===== src/rtl/bp_settings.svh =====
`ifndef BP_SETTINGS_SVH
`define BP_SETTINGS_SVH

// table geometry, index taken from pc bits [5:1]
`define BP_INDEX_BITS 5
`define BP_ENTRIES 32

// btb contents after init, in pc[31:1] form
`define BP_RESET_TARGET 31'h10

`endif


===== src/rtl/bp_pkg.sv =====
`include "bp_settings.svh"

package bp_pkg;

    typedef logic [30:0] pc_t;                      // pc bits 31:1
    typedef logic [`BP_INDEX_BITS-1:0] tbl_idx_t;
    typedef logic [`BP_INDEX_BITS-1:0] ghist_t;
    typedef logic [1:0] ctr_t;                      // 2-bit saturating counter

    // correction code sent back to fetch
    typedef enum logic [1:0] {
        FIX_NOT_TAKEN = 2'd0,   // predicted taken, fell through
        FIX_TAKEN     = 2'd1,   // taken, missed or wrong target
        FIX_NONE      = 2'd2
    } fix_e;

    typedef enum logic {
        INIT_SWEEP = 1'b0,
        INIT_READY = 1'b1
    } init_state_e;

    typedef struct packed {
        pc_t  pc;
        logic predict;   // control transfer, look it up
        logic ctype;     // compressed
    } fetch_req_s;

    typedef struct packed {
        logic taken;
        pc_t  target;
    } pred_s;

    typedef struct packed {
        logic     valid;
        logic     ctype;
        pc_t      pc;
        logic     pred_taken;
        pc_t      pred_target;
        tbl_idx_t pht_idx;   // counter index used at lookup
    } stage_s;

    typedef struct packed {
        logic taken;
        logic jtype;     // unconditional jump
        pc_t  target;
    } resolve_s;

    typedef struct packed {
        logic     btb_we;
        tbl_idx_t btb_idx;
        pc_t      btb_target;
        logic     pht_we;
        tbl_idx_t pht_idx;
        logic     pht_up;
        logic     hist_we;
    } train_s;

endpackage


===== src/rtl/branch_predictor.sv =====
`include "bp_settings.svh"

module branch_predictor (
    input  logic               clk_i,
    input  logic               rst_i,
    input  logic               stall_i,
    input  bp_pkg::fetch_req_s fetch_i,
    input  bp_pkg::resolve_s   resolve_i,
    output logic               ready_o,
    output bp_pkg::pred_s      pred_o,
    output bp_pkg::fix_e       fix_o,
    output bp_pkg::pc_t        exec_pc_o,
    output logic               exec_ctype_o
);

    logic             sweep_we;
    bp_pkg::tbl_idx_t sweep_idx;
    bp_pkg::tbl_idx_t btb_rd_idx;
    bp_pkg::tbl_idx_t pht_rd_idx;
    bp_pkg::ghist_t   hist;
    bp_pkg::ctr_t     rd_ctr;
    bp_pkg::pc_t      rd_target;
    bp_pkg::train_s   train;

    assign btb_rd_idx = fetch_i.pc[`BP_INDEX_BITS-1:0];
    assign pht_rd_idx = btb_rd_idx ^ hist;   // gshare

    // counter msb says taken, only for real transfers once tables are loaded
    assign pred_o = '{taken: rd_ctr[1] && fetch_i.predict && ready_o, target: rd_target};

    table_init_ctrl table_init_ctrl_inst (
        .clk_i       (clk_i),
        .rst_i       (rst_i),
        .sweep_we_o  (sweep_we),
        .sweep_idx_o (sweep_idx),
        .ready_o     (ready_o)
    );

    pht_counter_table pht_counter_table_inst (
        .clk_i      (clk_i),
        .rd_idx_i   (pht_rd_idx),
        .rd_ctr_o   (rd_ctr),
        .train_i    (train),
        .init_we_i  (sweep_we),
        .init_idx_i (sweep_idx)
    );

    btb_table btb_table_inst (
        .clk_i       (clk_i),
        .rd_idx_i    (btb_rd_idx),
        .rd_target_o (rd_target),
        .train_i     (train),
        .init_we_i   (sweep_we),
        .init_idx_i  (sweep_idx)
    );

    global_history global_history_inst (
        .clk_i   (clk_i),
        .rst_i   (rst_i),
        .clear_i (sweep_we),   // history starts empty with the tables
        .stall_i (stall_i),
        .shift_i (train.hist_we),
        .taken_i (resolve_i.taken),
        .hist_o  (hist)
    );

    resolve_stage resolve_stage_inst (
        .clk_i        (clk_i),
        .rst_i        (rst_i),
        .stall_i      (stall_i),
        .ready_i      (ready_o),
        .fetch_i      (fetch_i),
        .pred_i       (pred_o),
        .pht_idx_i    (pht_rd_idx),
        .resolve_i    (resolve_i),
        .train_o      (train),
        .fix_o        (fix_o),
        .exec_pc_o    (exec_pc_o),
        .exec_ctype_o (exec_ctype_o)
    );

endmodule


===== src/rtl/btb_table.sv =====
`include "bp_settings.svh"

module btb_table (
    input  logic             clk_i,
    input  bp_pkg::tbl_idx_t rd_idx_i,
    output bp_pkg::pc_t      rd_target_o,
    input  bp_pkg::train_s   train_i,
    input  logic             init_we_i,
    input  bp_pkg::tbl_idx_t init_idx_i
);

    bp_pkg::pc_t mem [`BP_ENTRIES];

    // no tag, any pc aliasing to the entry gets its target
    assign rd_target_o = mem[rd_idx_i];

    always_ff @(posedge clk_i) begin
        if (init_we_i) begin
            mem[init_idx_i] <= `BP_RESET_TARGET;
        end else if (train_i.btb_we) begin
            mem[train_i.btb_idx] <= train_i.btb_target;   // learned target
        end
    end

endmodule


===== src/rtl/global_history.sv =====
`include "bp_settings.svh"

module global_history (
    input  logic           clk_i,
    input  logic           rst_i,
    input  logic           clear_i,
    input  logic           stall_i,
    input  logic           shift_i,
    input  logic           taken_i,
    output bp_pkg::ghist_t hist_o
);

    bp_pkg::ghist_t hist_q;

    // newest outcome sits in bit 0
    always_ff @(posedge clk_i) begin
        if (rst_i || clear_i) begin
            hist_q <= '0;
        end else if (shift_i && !stall_i) begin
            hist_q <= {hist_q[`BP_INDEX_BITS-2:0], taken_i};
        end
    end

    assign hist_o = hist_q;

endmodule


===== src/rtl/pht_counter_table.sv =====
`include "bp_settings.svh"

module pht_counter_table (
    input  logic             clk_i,
    input  bp_pkg::tbl_idx_t rd_idx_i,
    output bp_pkg::ctr_t     rd_ctr_o,
    input  bp_pkg::train_s   train_i,
    input  logic             init_we_i,
    input  bp_pkg::tbl_idx_t init_idx_i
);

    bp_pkg::ctr_t mem [`BP_ENTRIES];

    bp_pkg::ctr_t train_cur;
    bp_pkg::ctr_t train_next;

    assign rd_ctr_o  = mem[rd_idx_i];
    assign train_cur = mem[train_i.pht_idx];

    // saturating step toward the resolved direction
    always_comb begin
        train_next = train_cur;
        if (train_i.pht_up) begin
            if (train_cur != 2'b11) begin
                train_next = train_cur + 2'd1;
            end
        end else if (train_cur != 2'b00) begin
            train_next = train_cur - 2'd1;
        end
    end

    always_ff @(posedge clk_i) begin
        if (init_we_i) begin
            mem[init_idx_i] <= 2'b11;   // strongly taken
        end else if (train_i.pht_we) begin
            mem[train_i.pht_idx] <= train_next;
        end
    end

    // strongly taken stays there on another taken outcome
    sat_high_a: assert property (@(posedge clk_i)
        train_i.pht_we && !init_we_i && train_i.pht_up && train_cur == 2'b11
        |=> mem[$past(train_i.pht_idx)] == 2'b11);

    // strongly not taken stays there on another not-taken outcome
    sat_low_a: assert property (@(posedge clk_i)
        train_i.pht_we && !init_we_i && !train_i.pht_up && train_cur == 2'b00
        |=> mem[$past(train_i.pht_idx)] == 2'b00);

endmodule


===== src/rtl/resolve_stage.sv =====
`include "bp_settings.svh"

module resolve_stage (
    input  logic               clk_i,
    input  logic               rst_i,
    input  logic               stall_i,
    input  logic               ready_i,
    input  bp_pkg::fetch_req_s fetch_i,
    input  bp_pkg::pred_s      pred_i,
    input  bp_pkg::tbl_idx_t   pht_idx_i,
    input  bp_pkg::resolve_s   resolve_i,
    output bp_pkg::train_s     train_o,
    output bp_pkg::fix_e       fix_o,
    output bp_pkg::pc_t        exec_pc_o,
    output logic               exec_ctype_o
);

    bp_pkg::stage_s dec_d;
    bp_pkg::stage_s dec_q;
    bp_pkg::stage_s exe_q;

    logic target_ok;
    logic taken_miss;
    logic not_taken_miss;
    logic write_ok;
    logic cond_br;

    // capture of the lookup made this cycle
    always_comb begin
        dec_d.valid       = fetch_i.predict && ready_i;   // nothing tracked during init
        dec_d.ctype       = fetch_i.ctype;
        dec_d.pc          = fetch_i.pc;
        dec_d.pred_taken  = pred_i.taken;
        dec_d.pred_target = pred_i.target;
        dec_d.pht_idx     = pht_idx_i;
    end

    always_ff @(posedge clk_i) begin
        if (rst_i) begin
            dec_q.valid <= 1'b0;
            exe_q.valid <= 1'b0;
        end else if (!stall_i) begin
            dec_q <= dec_d;
            exe_q <= dec_q;
        end
    end

    assign target_ok      = (exe_q.pred_target == resolve_i.target);
    assign taken_miss     = resolve_i.taken && (!exe_q.pred_taken || !target_ok);
    assign not_taken_miss = !resolve_i.taken && exe_q.pred_taken;

    always_comb begin
        fix_o = bp_pkg::FIX_NONE;
        if (exe_q.valid) begin
            if (taken_miss) begin
                fix_o = bp_pkg::FIX_TAKEN;
            end else if (not_taken_miss) begin
                fix_o = bp_pkg::FIX_NOT_TAKEN;
            end
        end
    end

    // tables and history move only on a stall-free edge
    assign write_ok = exe_q.valid && !stall_i;
    assign cond_br  = !resolve_i.jtype;

    always_comb begin
        train_o.btb_we     = write_ok && taken_miss;
        train_o.btb_idx    = exe_q.pc[`BP_INDEX_BITS-1:0];   // pc bits [5:1]
        train_o.btb_target = resolve_i.target;
        train_o.pht_we     = write_ok && cond_br;
        train_o.pht_idx    = exe_q.pht_idx;                  // same entry that predicted
        train_o.pht_up     = resolve_i.taken;
        train_o.hist_we    = write_ok && cond_br;
    end

    assign exec_pc_o    = exe_q.pc;
    assign exec_ctype_o = exe_q.ctype;

    // an empty decode slot, or a reset, leaves nothing to correct next cycle
    no_fix_when_empty_a: assert property (@(posedge clk_i)
        $past(rst_i) || $past(!stall_i && !dec_q.valid)
        |-> fix_o == bp_pkg::FIX_NONE);

endmodule


===== src/rtl/table_init_ctrl.sv =====
`include "bp_settings.svh"

module table_init_ctrl (
    input  logic             clk_i,
    input  logic             rst_i,
    output logic             sweep_we_o,
    output bp_pkg::tbl_idx_t sweep_idx_o,
    output logic             ready_o
);

    localparam bp_pkg::tbl_idx_t LAST_IDX = bp_pkg::tbl_idx_t'(`BP_ENTRIES - 1);

    bp_pkg::init_state_e state_q, state_d;
    bp_pkg::tbl_idx_t    idx_q;

    always_comb begin
        state_d = state_q;
        case (state_q)
            bp_pkg::INIT_SWEEP: begin
                if (idx_q == LAST_IDX) begin
                    state_d = bp_pkg::INIT_READY;   // last entry written this cycle
                end
            end
            default: state_d = bp_pkg::INIT_READY;
        endcase
    end

    always_ff @(posedge clk_i) begin
        if (rst_i) begin
            state_q <= bp_pkg::INIT_SWEEP;
            idx_q   <= '0;
        end else begin
            state_q <= state_d;
            if (state_q == bp_pkg::INIT_SWEEP) begin
                idx_q <= idx_q + 1'b1;   // one entry per cycle
            end
        end
    end

    assign sweep_we_o  = (state_q == bp_pkg::INIT_SWEEP);
    assign sweep_idx_o = idx_q;
    assign ready_o     = (state_q == bp_pkg::INIT_READY);

    // once up, only a reset takes the predictor back to the sweep
    ready_hold_a: assert property (@(posedge clk_i)
        $fell(ready_o) |-> $past(rst_i));

endmodule


===== config.mk =====
export PLATFORM = sky130hd
export DESIGN_NAME = branch_predictor
export DESIGN_NICKNAME = d
export VERILOG_FILES = /design/src/rtl/bp_pkg.sv /design/src/rtl/branch_predictor.sv /design/src/rtl/btb_table.sv /design/src/rtl/global_history.sv /design/src/rtl/pht_counter_table.sv /design/src/rtl/resolve_stage.sv /design/src/rtl/table_init_ctrl.sv
export VERILOG_INCLUDE_DIRS = /design/src /design/src/rtl
export SDC_FILE = /design/constraint.sdc
export NUM_CORES = 1
export LEC_CHECK = 0
export BUFFER_PORTS_ARGS = -buffer_cell sky130_fd_sc_hd__buf_2
export CAP_MARGIN = 20
export CORE_AREA = 4 4 281 283
export DETAILED_ROUTE_END_ITERATION = 6
export DIE_AREA = 0 0 285 287
export PLACE_DENSITY = 0.8
export SYNTH_ARGS = -nofsm -noshare
export SYNTH_HDL_FRONTEND = slang
export SYNTH_SLANG_ARGS = --single-unit

===== constraint.sdc =====
create_clock -name clk_i -period 9.1 [get_ports clk_i]
set_input_delay 1.365 -clock clk_i [delete_from_list [all_inputs] [get_ports clk_i]]
set_output_delay 1.365 -clock clk_i [all_outputs]
set_load 0.05 [all_outputs]

# --- Word level (Yosys, flattened, before mapping) ---
# Memory sizes are Yosys's and may differ from the RTL's. A register that Yosys moved wholly into a read port is not among the register bits.
# Cells that the tools add are included.
totals:
  reg_bits: 151
  latchBits: 0
  ramBits: 1056
  rom_bits: 0
  input_bits: 69
  out_inout_bits: 67
  elab_cells: 69
  memories: 2
classes:
  n_addsub: 3
  n_mul: 0
  div_mod_pow: 0
  order_cmp: 0
  n_eq_ne: 3
  shifts: 0
  mux: 22
  bitwise: 4
  n_reduce_logical: 20
memory_table:
  columns: ["memory", "depth", "word_bits", "rd", "rd_clocked_by_memory_dff", "wr", "line_no", "source"]
  rows:
  - ["btb_table_inst.mem", 32, 31, 1, 0, 1, "btb_table.sv:12", "bp_pkg::pc_t mem [`BP_ENTRIES];"]
  - ["pht_counter_table_inst.mem", 32, 2, 2, 1, 1, "pht_counter_table.sv:12", "bp_pkg::ctr_t mem [`BP_ENTRIES];"]
ops:
  columns: ["op", "count"]
  rows:
  - ["== test 31 bit", 1]
  - ["2-to-1 mux 31 bit", 1]
  - ["OR reduction 31 bit", 1]
  - ["2-to-1 mux 5 bit", 3]
  - ["2-to-1 mux 2 bit", 7]
  - ["2-to-1 mux 1 bit", 11]
  - ["logical AND 1 bit", 9]
  - ["adder 5 x 1 -> 5 bit (second input constant)", 1]
  - ["== test 5 bit (second input constant)", 1]
  - ["zero test 1 bit", 5]
  - ["bitwise XOR 5 bit", 1]
  - ["NOT 1 bit", 3]
  - ["adder 2 x 1 -> 2 bit (second input constant)", 1]
  - ["logical OR 1 bit", 2]
  - ["!= test 2 bit (second input constant)", 1]
  - ["AND reduction 2 bit", 1]
  - ["nonzero test 2 bit", 1]
  - ["OR reduction 2 bit", 1]
  - ["subtractor 2 x 1 -> 2 bit (second input constant)", 1]

# --- Logic depth before layout (Yosys ltp) ---
logic_depth:
  depth_word: 10
  ltp_mapped: 9
  mapped_depth_nobuf: 7

# --- Cells and area by module ---
# A second synthesis with hierarchy kept.
unflattened:
  hier_cells: 2755
  hier_area_um2: 47913.5
modules_own_cells:
  columns: ["mod", "n_inst", "cells_per_inst", "area_each_um2", "seq_area_each_um2"]
  rows:
  - ["btb_table", 1, 2210, 38859.8, 29788.6]
  - ["resolve_stage", 1, 269, 5162.5, 4184.0]
  - ["pht_counter_table", 1, 228, 3369.5, 1921.8]
  - ["table_init_ctrl", 1, 25, 271.5, 120.1]
  - ["global_history", 1, 17, 200.2, 100.1]
  - ["branch_predictor", 1, 6, 50.0, 0.0]

# --- Least setup slack after synthesis ---
# No wires, ideal clock.
synth_path:
  kind: "in2reg"
  startpoint: "input port rst_i"
  endpoint: "register (tool-made name)"
  setup_ns: 0.089
  t_arrival_ns: 8.390
  required_time_ns: 9.011
  path_slack_ns: 0.621
  stages: 3
  n_path_buf: 1
  path_cell_list: "clkbuf_1 nor2_1 mux2_2"
synth_rtl:
  columns: ["item", "line_no", "source"]
  rows:
  - ["from (decl)", "branch_predictor.sv:5", "input logic rst_i,"]

==> results.json <==
{
  "status": "completed",
  "initial_core_util": 0.612,
  "slew_headroom": 0.172,
  "crit_start": "fetch_i[3]",
  "period_needed_ps": 6080,
  "critPathMaxFanout": 110,
  "synth_area_sq_um": 46900,
  "cts.sinks": 1212,
  "drt_iter0_markers": 3987,
  "cts_tree": "done",
  "r2r_cells": 8,
  "gp_congestion": 0.825,
  "vias_per_cell": 6.92,
  "crit_top_cell": "mux4_2",
  "critPathTopFamily": "buffers and inverters",
  "synth_cell_types": 45,
  "worst_slack_ps": 3020,
  "busiest_layer": "met2",
  "use_met1": 0.415,
  "p_leak_uw": 0.0186,
  "wl_per_cell_microns": 36.4,
  "setup.worst_path.end": "pred_o[20]",
  "ant_nets": 0,
  "ys_warn_count": 0,
  "ys.flop_type": "edfxtp_1",
  "drcViolationCount": 0,
  "synth-seq-cells": 1212,
  "dp_slack_ps": 3050,
  "hp-class": "reg -> reg",
  "routed_wl_mm": 121,
  "hold_buffers": 0,
  "max_stage_delay_ps": 1000,
  "synthToLayoutAreaGrowth_pct": 11.9,
  "ir_drop_v": 0.000191,
  "port_buffers": 135,
  "hold_violations": 0,
  "syn-instance-count": 2060,
  "finalSetupViolations": 0,
  "slowest_stage": "buf_4",
  "cp.arrival_ps": 4710,
  "seq_area_frac_synth": 0.772,
  "coreArea_sq_um": 76700,
  "antenna_found_initial": 2,
  "post_cts_buffers": 0,
  "cp.depth": 6,
  "cts_resized": 0,
  "cts_buffers": 113,
  "use_met3": 0.0847,
  "critPathRequiredTime_ps": 7740,
  "fin_worst_skew_ps": 63.7,
  "path_cells": "buf_8 > buf_4 > mux4_2 > mux4_2 > mux2_2 > buf_2",
  "cts_root_buffer": "clkbuf_16",
  "maxCapViolCount": 0,
  "fmax_ghz": 0.165,
  "overflow": 0,
  "die_w_microns": 285,
  "rsz0062_at_grt": "false",
  "track_usage": 0.301,
  "fin_crit_sh": 0.668,
  "maxSlewViolCount": 0,
  "async_flop_share": 0,
  "synthesis.nets": 2131,
  "grt_pass1_wl_mm": 173,
  "clkTransAtPathRegs_ps": 80,
  "cp-end-kind": "primary output",
  "crit_type": "in -> out",
  "tightestPinTransition_ps": 1240,
  "drive_gt1_frac": 0.319,
  "clock_latency_ps": 720,
  "grt_max_degree": 117,
  "r2r_slack_ps": 4730,
  "io_pins": 136,
  "first_pass_iters": 6,
  "dp_hpwl_mm": 55.3,
  "crit_path_start_kind": "input pin",
  "synth_edf_count": 1194,
  "avgSynthCellArea_sq_um": 22.8,
  "num-fill-cells": 4343,
  "reg2reg_from": "resolve_stage_inst.exe_q[19]",
  "first_global_vias": 23600,
  "cp_num_buf_inv": 3,
  "rr_endpoint": "btb_table_inst.mem[16][21]",
  "clockBufferDepth": 3,
  "htree_levels": 3,
  "use_met2": 0.468,
  "std_cell_rows": 102,
  "fin_nets": 2275,
  "final.setup.tns_ps": 0,
  "die_area_sq_um": 81800,
  "die_y_microns": 287,
  "p_per_area_nw_per_um2": 215,
  "vias": 23100
}
[metrics by stage]
step	cell area, sq um	hold slack, ps	util	total power [uW]	cells
after detailed placement	48800	405	0.636	6740	3126
after floorplan	46900	400	-	6590	2060
after global placement	48800	400	0.636	6730	3126
after CTS	52400	407	0.683	11300	3333
after global routing	52500	414	0.684	11600	3337
final	52500	405	0.684	11300	3338
[placed cells by master (no fill, tap or decap), types with 8 or more instances in the layout]
cell type | netlist | routed
clkinv_1 | 0 | 29
mux2_2 | 37 | 37
clkinv_2 | 0 | 17
mux2i_1 | 40 | 40
dfxtp_1 | 18 | 18
o22ai_4 | 0 | 32
a22oi_1 | 8 | 8
mux4_2 | 320 | 320
buf_4 | 83 | 48
buf_2 | 6 | 131
nor2_1 | 59 | 57
edfxtp_1 | 1194 | 1194
bufinv_16 | 0 | 10
nand2_1 | 36 | 36
nand4_1 | 8 | 8
and2_1 | 33 | 33
clkbuf_16 | 0 | 114
xnor2_1 | 33 | 33
o21ai_0 | 9 | 8
clkbuf_1 | 52 | 27
nor2b_1 | 9 | 9
[logic make-up after synthesis]
family,share of synthesized area
simple gates,0.0184
flops,0.772
buf+inv,0.0206
mux,0.171
fa+ha+maj,0.000747
xor+xnor,0.00725
compound gates,0.0100
[layout make-up]
type	count	area (sq um)	area share
clock inverter	66	679	0.0129
multi-input combinational	686	10200	0.194
tap	1040	1300	0.0248
sequential	1212	36200	0.690
clock buffer	141	2940	0.0561
inverter	7	26.3	0.000501
antenna	2	5.00	0.0000954
timing repair buffer	184	1120	0.0213
[worst min path at each step]
stage,start,slack (ps),endpoint,cells past startpoint
6_report,resolve_stage_inst.dec_q[10],400,resolve_stage_inst.exe_q[10],0
2_1_floorplan,resolve_stage_inst.dec_q[10],400,resolve_stage_inst.exe_q[10],0
4_1_cts,resolve_stage_inst.dec_q[10],410,resolve_stage_inst.exe_q[10],0
3_3_place_gp,resolve_stage_inst.dec_q[64],400,resolve_stage_inst.exec_pc_o[27],0
3_5_place_dp,resolve_stage_inst.dec_q[17],400,resolve_stage_inst.exe_q[17],0
5_1_grt,resolve_stage_inst.dec_q[10],410,resolve_stage_inst.exe_q[10],0
[power by group]
group | switching [uW] | leakage [uW] | internal, uW
Combinational | 310 | 0.00387 | 159
Clock | 2070 | 0.00175 | 2580
Sequential | 29.9 | 0.0130 | 6140
Total | 2410 | 0.0186 | 8880
[flip-flops by register name, indices dropped and copies added (netlist names), named ones only]
register,count
pht_counter_table_inst.mem,64
table_init_ctrl_inst.ready_o,1
resolve_stage_inst.train_o,5
btb_table_inst.mem,992
resolve_stage_inst.dec_q,70
table_init_ctrl_inst.sweep_idx_o,5
resolve_stage_inst.exec_ctype_o,1
resolve_stage_inst.exe_q,33
resolve_stage_inst.exec_pc_o,31
global_history_inst.hist_o,5
[synthesized netlist by cell type, types with 6 or more instances]
cell type,instances,area share
a22oi_1,8,0.0013
and2_1,33,0.0044
buf_1,9,0.00072
buf_2,6,0.00064
buf_4,83,0.013
clkbuf_1,52,0.0042
dfxtp_1,18,0.0077
edfxtp_1,1194,0.76
inv_1,7,0.00056
mux2_2,37,0.0089
mux2i_1,40,0.0085
mux4_2,320,0.15
nand2_1,36,0.0029
nand2b_1,6,0.00080
nand4_1,8,0.0011
nor2_1,59,0.0047
nor2b_1,9,0.0012
o21ai_0,9,0.00096
o22ai_1,34,0.0045
xnor2_1,33,0.0062
[layer usage]
layer  wire length (microns)  vias up
met3                   17600      322
met2                   58200     1981
met1                   40100    11900
met5                       0        -
met4                    5490        0
li1                        -     8864
[worst register-to-register path, cell delays in order (launching register included)]
cell      delay, ps
edfxtp_1        390
xnor2_1         640
nand4_1         510
nor4_1          480
a21oi_1         140
buf_4           200
nand2_1         630
o22ai_4         550
buf_4           480
Note: power is estimated with default switching activity, not from simulation.
